File: src/rtl/mpram_pkg.sv
`default_nettype none

package mpram_pkg;

   ////////////////////////////////////////
   // widths
   ////////////////////////////////////////

   localparam int DATA_W = 8;          // word width
   localparam int ADDR_W = 5;          // 32 addressable locations

   ////////////////////////////////////////
   // memory request / response
   ////////////////////////////////////////

   typedef enum logic [1:0]
   {
      OP_NONE  = 2'd0,
      OP_READ  = 2'd1,
      OP_WRITE = 2'd2
   } mem_op_e;

   typedef struct packed
   {
      mem_op_e             op;         // valid while not OP_NONE
      logic [ADDR_W-1:0]   addr;
      logic [DATA_W-1:0]   wdata;
   } mem_req_t;

   typedef struct packed
   {
      logic [DATA_W-1:0]   rdata;      // zero on refused reads
      logic                err;        // address beyond depth
   } mem_rsp_t;

   ////////////////////////////////////////
   // apb port state
   ////////////////////////////////////////

   typedef enum logic [1:0]
   {
      ST_IDLE      = 2'd0,
      ST_ACCESS    = 2'd1,             // first access cycle
      ST_READ_WAIT = 2'd2              // second access cycle, reads only
   } apb_state_e;

endpackage

`default_nettype wire

File: src/rtl/apb_mem_port.sv
`default_nettype none

module apb_mem_port
   import mpram_pkg::*;
#(
   parameter int WORDS = 24
)
(
   input  logic              clk,
   input  logic              rst,
   input  logic              psel,
   input  logic              penable,
   input  logic              pwrite,
   input  logic [ADDR_W-1:0] paddr,
   input  logic [DATA_W-1:0] pwdata,
   output logic [DATA_W-1:0] prdata,
   output logic              pready,
   output logic              pslverr,
   output mem_req_t          req,
   input  mem_rsp_t          rsp
);

   apb_state_e        state;
   mem_op_e           op_q;
   logic [ADDR_W-1:0] addr_q;
   logic [DATA_W-1:0] wdata_q;
   logic              werr;            // refused write, reported with pready
   logic              setup;
   logic              done;
   logic              addr_bad;

   assign setup    = psel && !penable;
   assign done     = psel && penable && pready;
   assign addr_bad = int'(paddr) >= WORDS;

   ////////////////////////////////////////
   // transfer FSM
   ////////////////////////////////////////

   always_ff @(posedge clk)
   begin
      if (rst)
      begin
         state  <= ST_IDLE;
         op_q   <= OP_NONE;
         pready <= 1'b0;
         werr   <= 1'b0;
      end
      else
      begin
         op_q <= OP_NONE;              // request lasts one cycle
         case (state)
            ST_IDLE:
            begin
               if (setup)
               begin
                  state  <= ST_ACCESS;
                  pready <= pwrite;    // writes have no wait state
                  werr   <= pwrite && addr_bad;
                  if (!pwrite)
                     op_q <= OP_READ;  // range checked by the array
                  else if (!addr_bad)
                     op_q <= OP_WRITE;
               end
            end

            ST_ACCESS:
            begin
               if (done)
               begin
                  state  <= ST_IDLE;
                  pready <= 1'b0;
                  werr   <= 1'b0;
               end
               else if (!psel)         // master dropped the transfer
               begin
                  state  <= ST_IDLE;
                  pready <= 1'b0;
                  werr   <= 1'b0;
               end
               else if (!pwrite)
               begin
                  state  <= ST_READ_WAIT;
                  pready <= 1'b1;      // rsp arrives at this edge
               end
            end

            ST_READ_WAIT:
            begin
               if (done || !psel)
               begin
                  state  <= ST_IDLE;
                  pready <= 1'b0;
               end
            end

            default:
            begin
               state  <= ST_IDLE;
               pready <= 1'b0;
               werr   <= 1'b0;
            end
         endcase
      end
   end

   // payload follows the setup phase
   always_ff @(posedge clk)
   begin
      if (state == ST_IDLE && setup)
      begin
         addr_q  <= paddr;
         wdata_q <= pwdata;
      end
   end

   assign req = '{op: op_q, addr: addr_q, wdata: wdata_q};

   assign prdata  = (state == ST_READ_WAIT) ? rsp.rdata : '0;
   assign pslverr = (state == ST_READ_WAIT) ? rsp.err : werr;

   ////////////////////////////////////////
   // checks
   ////////////////////////////////////////

   a_req_single: assert property (@(posedge clk) disable iff (rst)
      req.op != OP_NONE |=> req.op == OP_NONE)
      else $error("request held longer than one cycle");

   a_ready_in_access: assert property (@(posedge clk) disable iff (rst)
      pready |-> psel && penable)
      else $error("pready outside an access phase");

   // master must hold the address until completion
   a_addr_stable: assert property (@(posedge clk) disable iff (rst)
      psel && !done |=> $stable(paddr))
      else $error("paddr changed during a transfer");

endmodule

`default_nettype wire

File: src/rtl/mpram_2r2w.sv
`default_nettype none

module mpram_2r2w
   import mpram_pkg::*;
#(
   parameter int WORDS = 24
)
(
   input  logic     clk,
   input  logic     rst,
   input  mem_req_t req0,
   input  mem_req_t req1,
   output mem_rsp_t rsp0,
   output mem_rsp_t rsp1
);

   logic [DATA_W-1:0] mem [WORDS];
   logic              we0;
   logic              we1;

   function automatic logic in_range(input logic [ADDR_W-1:0] addr);
      return int'(addr) < WORDS;
   endfunction

   // one read port, old contents on a same-cycle write
   function automatic mem_rsp_t read_word(input mem_req_t r);
      mem_rsp_t res;
      res = '0;
      if (r.op == OP_READ)
      begin
         if (in_range(r.addr))
            res.rdata = mem[r.addr];
         else
            res.err = 1'b1;         // refused, rdata stays 0
      end
      return res;
   endfunction

   assign we0 = (req0.op == OP_WRITE) && in_range(req0.addr);
   assign we1 = (req1.op == OP_WRITE) && in_range(req1.addr);

   ////////////////////////////////////////
   // storage
   ////////////////////////////////////////

   always_ff @(posedge clk)
   begin
      if (rst)
      begin
         for (int i = 0; i < WORDS; i++)
            mem[i] <= '0;
      end
      else
      begin
         if (we0)
            mem[req0.addr] <= req0.wdata;
         if (we1)
            mem[req1.addr] <= req1.wdata;  // port 1 wins a collision
      end
   end

   ////////////////////////////////////////
   // read responses, one cycle after req
   ////////////////////////////////////////

   always_ff @(posedge clk)
   begin
      if (rst)
      begin
         rsp0 <= '0;
         rsp1 <= '0;
      end
      else
      begin
         rsp0 <= read_word(req0);
         rsp1 <= read_word(req1);
      end
   end

   ////////////////////////////////////////
   // checks
   ////////////////////////////////////////

   // the ports refuse bad writes before they reach the array
   a_wr_range0: assert property (@(posedge clk) disable iff (rst)
      req0.op == OP_WRITE |-> int'(req0.addr) < WORDS)
      else $error("port 0 write beyond depth reached the array");

   a_wr_range1: assert property (@(posedge clk) disable iff (rst)
      req1.op == OP_WRITE |-> int'(req1.addr) < WORDS)
      else $error("port 1 write beyond depth reached the array");

endmodule

`default_nettype wire

File: src/rtl/mpram_subsys.sv
`default_nettype none

module mpram_subsys
   import mpram_pkg::*;
#(
   parameter int WORDS = 24
)
(
   input  logic              clk,
   input  logic              rst,

   // port 0
   input  logic              psel0,
   input  logic              penable0,
   input  logic              pwrite0,
   input  logic [ADDR_W-1:0] paddr0,
   input  logic [DATA_W-1:0] pwdata0,
   output logic [DATA_W-1:0] prdata0,
   output logic              pready0,
   output logic              pslverr0,

   // port 1
   input  logic              psel1,
   input  logic              penable1,
   input  logic              pwrite1,
   input  logic [ADDR_W-1:0] paddr1,
   input  logic [DATA_W-1:0] pwdata1,
   output logic [DATA_W-1:0] prdata1,
   output logic              pready1,
   output logic              pslverr1
);

   mem_req_t req0;
   mem_req_t req1;
   mem_rsp_t rsp0;
   mem_rsp_t rsp1;

   ////////////////////////////////////////
   // apb ports
   ////////////////////////////////////////

   apb_mem_port #(.WORDS(WORDS)) u_port0
   (
      .clk     (clk),
      .rst     (rst),
      .psel    (psel0),
      .penable (penable0),
      .pwrite  (pwrite0),
      .paddr   (paddr0),
      .pwdata  (pwdata0),
      .prdata  (prdata0),
      .pready  (pready0),
      .pslverr (pslverr0),
      .req     (req0),
      .rsp     (rsp0)
   );

   apb_mem_port #(.WORDS(WORDS)) u_port1
   (
      .clk     (clk),
      .rst     (rst),
      .psel    (psel1),
      .penable (penable1),
      .pwrite  (pwrite1),
      .paddr   (paddr1),
      .pwdata  (pwdata1),
      .prdata  (prdata1),
      .pready  (pready1),
      .pslverr (pslverr1),
      .req     (req1),
      .rsp     (rsp1)
   );

   ////////////////////////////////////////
   // shared array
   ////////////////////////////////////////

   mpram_2r2w #(.WORDS(WORDS)) u_ram
   (
      .clk  (clk),
      .rst  (rst),
      .req0 (req0),
      .req1 (req1),              // priority side on collisions
      .rsp0 (rsp0),
      .rsp1 (rsp1)
   );

endmodule

`default_nettype wire

File: config.mk
export PLATFORM = sky130hd
export DESIGN_NAME = mpram_subsys
export DESIGN_NICKNAME = d
export VERILOG_FILES = /design/src/rtl/mpram_pkg.sv /design/src/rtl/apb_mem_port.sv /design/src/rtl/mpram_2r2w.sv /design/src/rtl/mpram_subsys.sv
export SDC_FILE = /design/constraint.sdc
export NUM_CORES = 1
export LEC_CHECK = 0
export ABC_AREA = 1
export BUFFER_PORTS_ARGS = -buffer_cell sky130_fd_sc_hd__buf_4
export CORE_MARGIN = 8
export CORE_UTILIZATION = 40
export CTS_CLUSTER_DIAMETER = 150
export DETAILED_ROUTE_END_ITERATION = 8
export GPL_TIMING_DRIVEN = 0
export SLEW_MARGIN = 0
export SYNTH_ARGS = -nofsm -noshare
export SYNTH_HDL_FRONTEND = slang
export SYNTH_HIERARCHICAL = 1
export SYNTH_SLANG_ARGS = --single-unit
File: constraint.sdc
create_clock -name clk -period 3.3 [get_ports clk]
set_input_delay 0.66 -clock clk [delete_from_list [all_inputs] [get_ports clk]]
set_output_delay 0.66 -clock clk [all_outputs]
set_load 0.02 [all_outputs]
==> results of run 1 <==
[cell families after synthesis]
kind of cell | Yosys count | synth area share [%]
compound gates | 248 | 9.49
flops | 248 | 49.0
simple gates | 1233 | 35.5
buf+inv | 219 | 6.05
[state kept, by name, indices dropped and copies added (netlist names)]
register / count
u_port1/addr_q: 5
u_ram/rsp0: 9
u_port1/werr: 1
u_port1/op_q: 2
u_ram/rsp1: 9
u_ram/mem: 192
u_port1/state: 2
u_port1/pready: 1
u_port0/werr: 1
u_port0/wdata_q: 8
u_port0/state: 2
u_port0/pready: 1
u_port0/addr_q: 5
u_port0/op_q: 2
u_port1/wdata_q: 8
[report_power, final]
group	switching, W	leakage [nW]	internal (W)
registers	0.0000993	2.47	0.00353
logic	0.000837	4.06	0.000255
clock network	0.00134	0.544	0.00237
total	0.00228	7.07	0.00616
[routing by layer]
metal | track usage, % | share of wire [%] | up-vias
met3 | 6.62 | 12 | 202
met2 | 46.2 | 43 | 1020
met1 | 39.9 | 39 | 6925
met5 | 0 | 0.023 | -
met4 | 14.8 | 5.5 | 2
li1 | - | - | 6617
[worst paths after layout]
path | start | to | cells after the start
setup / recovery | u_port0/addr_q[0]$_DFFE_PP_ | u_ram/mem[18][7]$_DFFE_PP_ | 6
hold / removal | pwdata0[6] | u_port0/wdata_q[6]$_DFFE_PP_ | 1
setup reg to reg | u_port0/addr_q[0]$_DFFE_PP_ | u_ram/mem[18][7]$_DFFE_PP_ | 6
hold reg to reg | u_port0/werr$_SDFFE_PP0P_ | u_port0/werr$_SDFFE_PP0P_ | 2
[cell usage in the layout (no fill, tap or decap), types with 2 or more instances in the layout]
cell type / n
a21oi_1: 22
a21oi_2: 2
buf_1: 16
buf_2: 24
buf_4: 56
buf_6: 3
bufinv_16: 7
clkbuf_1: 88
clkbuf_16: 31
clkbuf_8: 5
clkinv_1: 4
clkinv_2: 4
clkinvlp_4: 2
dfxtp_1: 30
edfxtp_1: 218
inv_1: 86
inv_2: 2
nand2_1: 933
nand2_2: 18
nand2_4: 4
nand3_1: 147
nand3b_1: 2
nand4_1: 9
nor2_1: 84
nor2_2: 4
nor2_4: 14
nor3_1: 5
nor3_2: 4
nor3_4: 7
o211ai_1: 2
o21ai_0: 108
o21ai_1: 10
o22ai_1: 104
[layout make-up]
cell class,count,area share [%]
multi-input combinational,1481,39.2
clock inverter,16,1.56
tap,468,3.51
inverter,91,2.07
clock buffer,41,5.17
timing repair buffer,54,2.45
sequential,248,42.8
buffer,128,3.21
antenna,1,0.0150
[per-stage QoR]
stage	hold WS, ns	power, W	cell area, µm²	worst slack (ns)	util (%)
3_5_place_dp	0.479	0.00474	15600	0.00862	43.0
6_report	0.271	0.00844	16700	0.100	46.1
4_1_cts	0.246	0.00844	16700	0.267	46.1
2_1_floorplan	0.452	0.00425	14600	1.12	-
3_3_place_gp	0.468	0.00473	15600	0.0579	42.9
5_1_grt	0.248	0.00866	16700	0.142	46.1
==> metrics.md, run 1 <==
| Metric | Value |
|---|---|
| FFs w/ async S/R, synth | 0% |
| Total number of vias | 14,766 |
| Final setup viols | 0 |
| Cell area after synthesis | 14,600 µm² |
| Sequential-to-total area share from yosys stat | 49.0% |
| Post-CTS setup buffer count | 0 |
| Final cell count without fillers | 2,528 |
| Critical-path cell list | inv_1 > clkbuf_1 > nand2_1 > nor2_2 > nor2_1 > nand2_1 |
| Top_reg_cell synth | edfxtp_1 |
| Clk_skew | 0.0136 ns |
| LEAKAGE | 7.07 nW |
| Worst reg-to-reg setup slack | 0.10 ns |
| Startpoint Class | flop |
| Cell Count Post-Placement | 2,470 |
| Wirelength per Cell | 25.8 µm |
| Worst setup EP type | flop |
| Avg Cell Area, Syn | 7.49 µm² |
| Core area | 36,300 µm² |
| Die Area | 42,800 µm² |
| Worst EP arrival | 3.42 ns |
| Initial antenna violation count | 1 |
| H-tree depth | 1 |
| Top-count cell post-synth | nand2_1 |
| DR DRC count | 0 |
| Routability Congestion | 1.04 |
| Worst-path clk slew | 0.06 ns |
| Die Ht | 207 µm |
| Max-Slew Margin vs Limit | 15.1% |
| Critical Path RT | 3.53 ns |
| Fin crit share | 97.0% |
| Fill count | 3,701 |
| Min-delay worst type | primary input to flop |
| Port buffer count | 53 |
| Starting DRT DRC Count | 2,432 |
| Post-synth top cells | nand2_1 (933), edfxtp_1 (218), nand3_1 (147) |
| Synthesized flop and latch total | 248 |
| GRT Resource Usage Total | 30.1% |
| Initial Util | 40.2% |
| Instance count of the mapped netlist | 1,948 |
| Slew of the pin with the lowest slew margin | 1.27 ns |
| Final hold violations | 0 |
| Area share of the largest cell type after synthesis | 44.9% |
| Dominant cell type by area after synthesis | edfxtp_1 |
| Setup tns final | 0 ns |
| Initial DRT Pass Iterations | 6 |
| Ports | 54 |
| Outcome | finished clean |
| CP Class | flop to flop |
| Min cycle time layout | 3.20 ns |
| Area delta synth->final | 14.5% |
| Worst-Skew Late Latency | 0.57 ns |
| Count of final max-slew check failures | 0 |
| Max stage delay on crit path | 0.73 ns |
| Top post-synthesis cells by area | edfxtp_1 (45%), nand2_1 (24%), nand3_1 (5.0%) |
| CP bufs+invs | 2 |
| First-pass GRT wire length | 91.7 mm |
| Site Rows | 70 |
| Hold_buf cts | 0 |
| Total wire length | 65.2 mm |
| Distinct cells, synth | 32 |
| Maximum VDD drop | 0.000483 V |
| Nets@finish | 2,069 |
| EDFF count, synth | 218 |
| Critical path fanouts, max | 10 |
| Total grt overflow | 0 |
| CTS tree | done |
| CTS Root Buffer Type | clkbuf_16 |
| Unrepaired setup endpoints after global routing | no |
| Post-DP HPWL | 48.2 mm |
| PwrDens | 505 nW/µm² |
| Multi-input logic area | 6560 µm² |
| Total CTS buffers | 31 |
| Die X | 207 µm |
| Max frequency | 313 MHz |
| Vias in the first global route | 13,389 |
| CP dominant cell by count | nand2_1 |
| Area taken by flip-flops and latches | 7150 µm² |
| MaxCap Viol Count | 0 |
| Largest net degree at the start of global routing | 16 |
| Family with the most delay on the worst path | simple AND/OR/NAND/NOR gates |
| Post-route ant nets | 0 |
| Crit-path slowest cell | nand2_1 |
| Yosys warns | 6 |
| Post-CTS Resized | 0 |
| Post-Syn Nets | 1,982 |
| Clock sink count | 248 |
| Clock Tree Buf Depth | 3 |
| Layout cells sized above 1 | 9.23% |
| Vias per Instance | 5.84 |
No activity file was read; power rests on OpenSTA's default activity.
==> inputs of run 2 (changes only) <==
--- a/config.mk
+++ b/config.mk
@@ -9,11 +9,10 @@
 export BUFFER_PORTS_ARGS = -buffer_cell sky130_fd_sc_hd__buf_4
 export CORE_MARGIN = 8
 export CORE_UTILIZATION = 40
+export CTS_BUF_LIST = sky130_fd_sc_hd__clkbuf_16
 export CTS_CLUSTER_DIAMETER = 150
 export DETAILED_ROUTE_END_ITERATION = 8
 export GPL_TIMING_DRIVEN = 0
-export SLEW_MARGIN = 0
 export SYNTH_ARGS = -nofsm -noshare
 export SYNTH_HDL_FRONTEND = slang
-export SYNTH_HIERARCHICAL = 1
 export SYNTH_SLANG_ARGS = --single-unit
==> run 2 against run 1 <==
Against the previous run:
- the run now ends with setup timing left
- routed wire length down 0.88%
- sequential power up 4%
- via count about the same
- sequential share of layout area up 1.0 points
- global-route usage about the same
- synthesized cell count down 0.56%
- clock skew up 0.0021 ns
- critical path type unchanged
- critical endpoint is now u_ram.mem[9][6]$_DFFE_PP_
- highest routed layer unchanged
==> metrics.md, run 2 <==
| Metric | Value |
|---|---|
| Post-synth top cells | nand2_1 (881), edfxtp_1 (218), nand3_1 (187) |
| Area taken by flip-flops and latches | 7150 µm² |
| Worst reg-to-reg setup slack | -0.07 ns |
| Synthesized flop and latch total | 248 |
| Wirelength per Cell | 25.8 µm |
| Largest net degree at the start of global routing | 16 |
| Routability Congestion | 1.04 |
| Worst-path clk slew | 0.06 ns |
| Max frequency | 297 MHz |
| Violated checks | setup timing |
| FFs w/ async S/R, synth | 0% |
| First-pass GRT wire length | 92.3 mm |
| Outcome | finished, violations left |
| Die X | 205 µm |
| Xor/xnor share of the synthesized area | 0% |
| Min-delay worst type | primary input to flop |
| Commonest cells after routing, fill and taps aside | nand2_1 (881), edfxtp_1 (218), nand3_1 (187) |
| Slew of the pin with the lowest slew margin | 1.34 ns |
| Starting DRT DRC Count | 1,920 |
| Top flop regs | u_ram.mem x192, u_ram.rsp0 x9, u_ram.rsp1 x9 |
| Initial antenna violation count | 2 |
| Nets@finish | 2,056 |
| Area share of the largest cell type after synthesis | 45.6% |
| Clock sink count | 248 |
| Total number of vias | 14,770 |
| Yosys warns | 0 |
| Capturing point of the worst reg2reg path | u_ram.mem[9][6]$_DFFE_PP_ |
| Critical path fanouts, max | 10 |
| Instance count of the mapped netlist | 1,937 |
| CP dominant cell by count | nand2_1 |
| Cell area after synthesis | 14,400 µm² |
| Max-Slew Margin vs Limit | 10.4% |
| GRT Resource Usage Total | 30.1% |
| Total grt overflow | 0 |
| Worst EP arrival | 3.59 ns |
| Proportion of synthesized area in mux cells | 0.157% |
| Fin crit share | 102% |
| Vias in the first global route | 13,773 |
| MaxCap Viol Count | 0 |
| Area delta synth->final | 13.6% |
| Vias per Instance | 5.89 |
| Setup ws final | -0.0705 ns |
| Reg2reg path depth | 6 |
| Post-DP HPWL | 46.9 mm |
| Top post-synthesis cells by area | edfxtp_1 (46%), nand2_1 (23%), nand3_1 (6.5%) |
| Crit. path cell count | 6 |
| Die Area | 42,200 µm² |
| Cell Count Post-Placement | 2,452 |
| Commonest non-fill, non-tap cell in the layout | nand2_1 |
| Total CTS buffers | 29 |
| Maximum VDD drop | 0.000513 V |
| Crit-path slowest cell | nor3_2 |
| Final setup viols | 56 |
| H-tree depth | 1 |
| PwrDens | 631 nW/µm² |
| Count of final max-slew check failures | 0 |
| Critical-path cell list | nand2_1 > nand3_1 > nor3_2 > nand2_1 > clkbuf_1 > nand3b_1 |
| Total wire length | 64.6 mm |
| Initial DRT Pass Iterations | 6 |
| Sequential-to-total area share from yosys stat | 49.8% |
| Largest Register | u_ram.mem |
| Critical Path RT | 3.52 ns |
| Final hold violations | 0 |
| Post-CTS setup buffer count | 0 |
| Post-Syn Nets | 1,971 |
| EDFF count, synth | 218 |
| Min cycle time layout | 3.37 ns |
| CTS Root Buffer Type | clkbuf_16 |
| Initial Util | 40.5% |
| Simple-Gate Fraction of Synth Area | 34.5% |
| Final cell count without fillers | 2,506 |
| Max stage delay on crit path | 0.90 ns |
| Largest family of logic cells by synthesized area | simple AND/OR/NAND/NOR gates |
| Core area | 35,500 µm² |
| Origin of the critical flop-to-flop path | u_port1.addr_q[4]$_DFFE_PP_ |
| CP Class | flop to flop |
| Max reg flops | 192 |
| Worst Setup SP | u_port1.addr_q[4]$_DFFE_PP_ |
| Distinct cells, synth | 22 |
| Die Ht | 205 µm |
| Port buffer count | 53 |
| Clk_skew | 0.0157 ns |
| Family with the most delay on the worst path | simple AND/OR/NAND/NOR gates |
| Critical Path Sink | u_ram.mem[9][6]$_DFFE_PP_ |
| Worst-Skew Late Latency | 0.59 ns |
| Ports | 54 |
| Clock Tree Buf Depth | 3 |
| Fill count | 3,619 |
| Area share of fa/ha/maj cells after synthesis | 0% |
| WHS | 0.240 ns |
| Multi-input logic area | 6360 µm² |
| Unrepaired setup endpoints after global routing | yes |
| Avg Cell Area, Syn | 7.41 µm² |
| Layout cells sized above 1 | 6.46% |
| LEAKAGE | 6.78 nW |
| Site Rows | 69 |
| CP bufs+invs | 1 |
| DR DRC count | 0 |
| Dominant cell type by area after synthesis | edfxtp_1 |
| Top-count cell post-synth | nand2_1 |
| Top_reg_cell synth | edfxtp_1 |
| Startpoint Class | flop |
| Worst setup EP type | flop |
| CTS tree | done |
| Compound-Gate Fraction of Synth Area | 9.57% |
| Post-route ant nets | 0 |
-- run 2: cells by family after synthesis --
kind of cell	count (synthesis)
and+or+nand+nor	1205
AOI/OAI and AO/OA	256
DFF	248
buffers and inverters	226
muxes	2
-- run 2: repair_timing --
| item | in CTS | in global routing |
|---|---|---|
| hold buffers | 0 | 0 |
| resized for setup | 0 | 3 |
| endpoints found under the setup margin | 0 | 162 |
-- run 2: power breakdown --
group / internal (W) / leakage [nW] / switching [W]
Clock: 0.00191 / 0.488 / 0.00135
Sequential: 0.00365 / 2.47 / 0.000116
Combinational: 0.000625 / 3.83 / 0.00265
Total: 0.00618 / 6.78 / 0.00412
-- run 2: how the worst min path moves through the flow --
stage	from	endpoint	slack (ns)	depth (start not counted)
6_report	pwrite1	u_port1.op_q[0]$_SDFF_PP0_	0.24	2
5_1_grt	pwdata1[1]	u_port1.wdata_q[1]$_DFFE_PP_	0.23	1
3_5_place_dp	u_port1.op_q[0]$_SDFF_PP0_	u_ram.rsp1[0]$_SDFF_PP0_	0.47	2
4_1_cts	pwrite1	u_port1.op_q[0]$_SDFF_PP0_	0.22	2
2_1_floorplan	u_port0.werr$_SDFFE_PP0P_	u_port0.werr$_SDFFE_PP0P_	0.45	2
3_3_place_gp	u_port1.op_q[0]$_SDFF_PP0_	u_ram.rsp1[0]$_SDFF_PP0_	0.46	2
-- run 2: layer usage --
metal	routed length (µm)	part of all wire (%)	global-route usage [%]
met5	24	0.037	0
met1	26300	41	42.1
met3	7550	12	5.73
met2	27600	43	45.0
met4	3140	4.9	12.5
-- run 2: worst register-to-register path, delay by kind of cell (launching register included) --
family / cells / cell delay, ns
simple gates: 5 / 2.21
flops: 1 / 0.47
buf+inv: 1 / 0.32
-- run 2: area by class of cell --
class / instances / share of cell area [%]
inverters: 100 / 2.30
multi-input cells: 1463 / 39.0
clock inverters: 24 / 1.41
plain buffers: 126 / 3.02
repair buffers: 54 / 2.51
clock buffers: 29 / 4.45
diodes: 1 / 0.0153
well taps: 461 / 3.54
flip-flops and latches: 248 / 43.8
-- run 2: metrics by stage --
step / utilization [%] / cell area (µm²) / setup slack, ns / power, W / setup TNS [ns]
3_5_place_dp: 43.3 / 15300 / -0.250 / 0.00693 / -19.13
6_report: 46.0 / 16300 / -0.0705 / 0.0103 / -1.86
2_1_floorplan: - / 14400 / 1.13 / 0.00547 / 0
5_1_grt: 46.0 / 16300 / -0.114 / 0.0106 / -3.85
4_1_cts: 46.0 / 16300 / 0.0417 / 0.0102 / 0
3_3_place_gp: 43.2 / 15300 / -0.253 / 0.00691 / -13.58
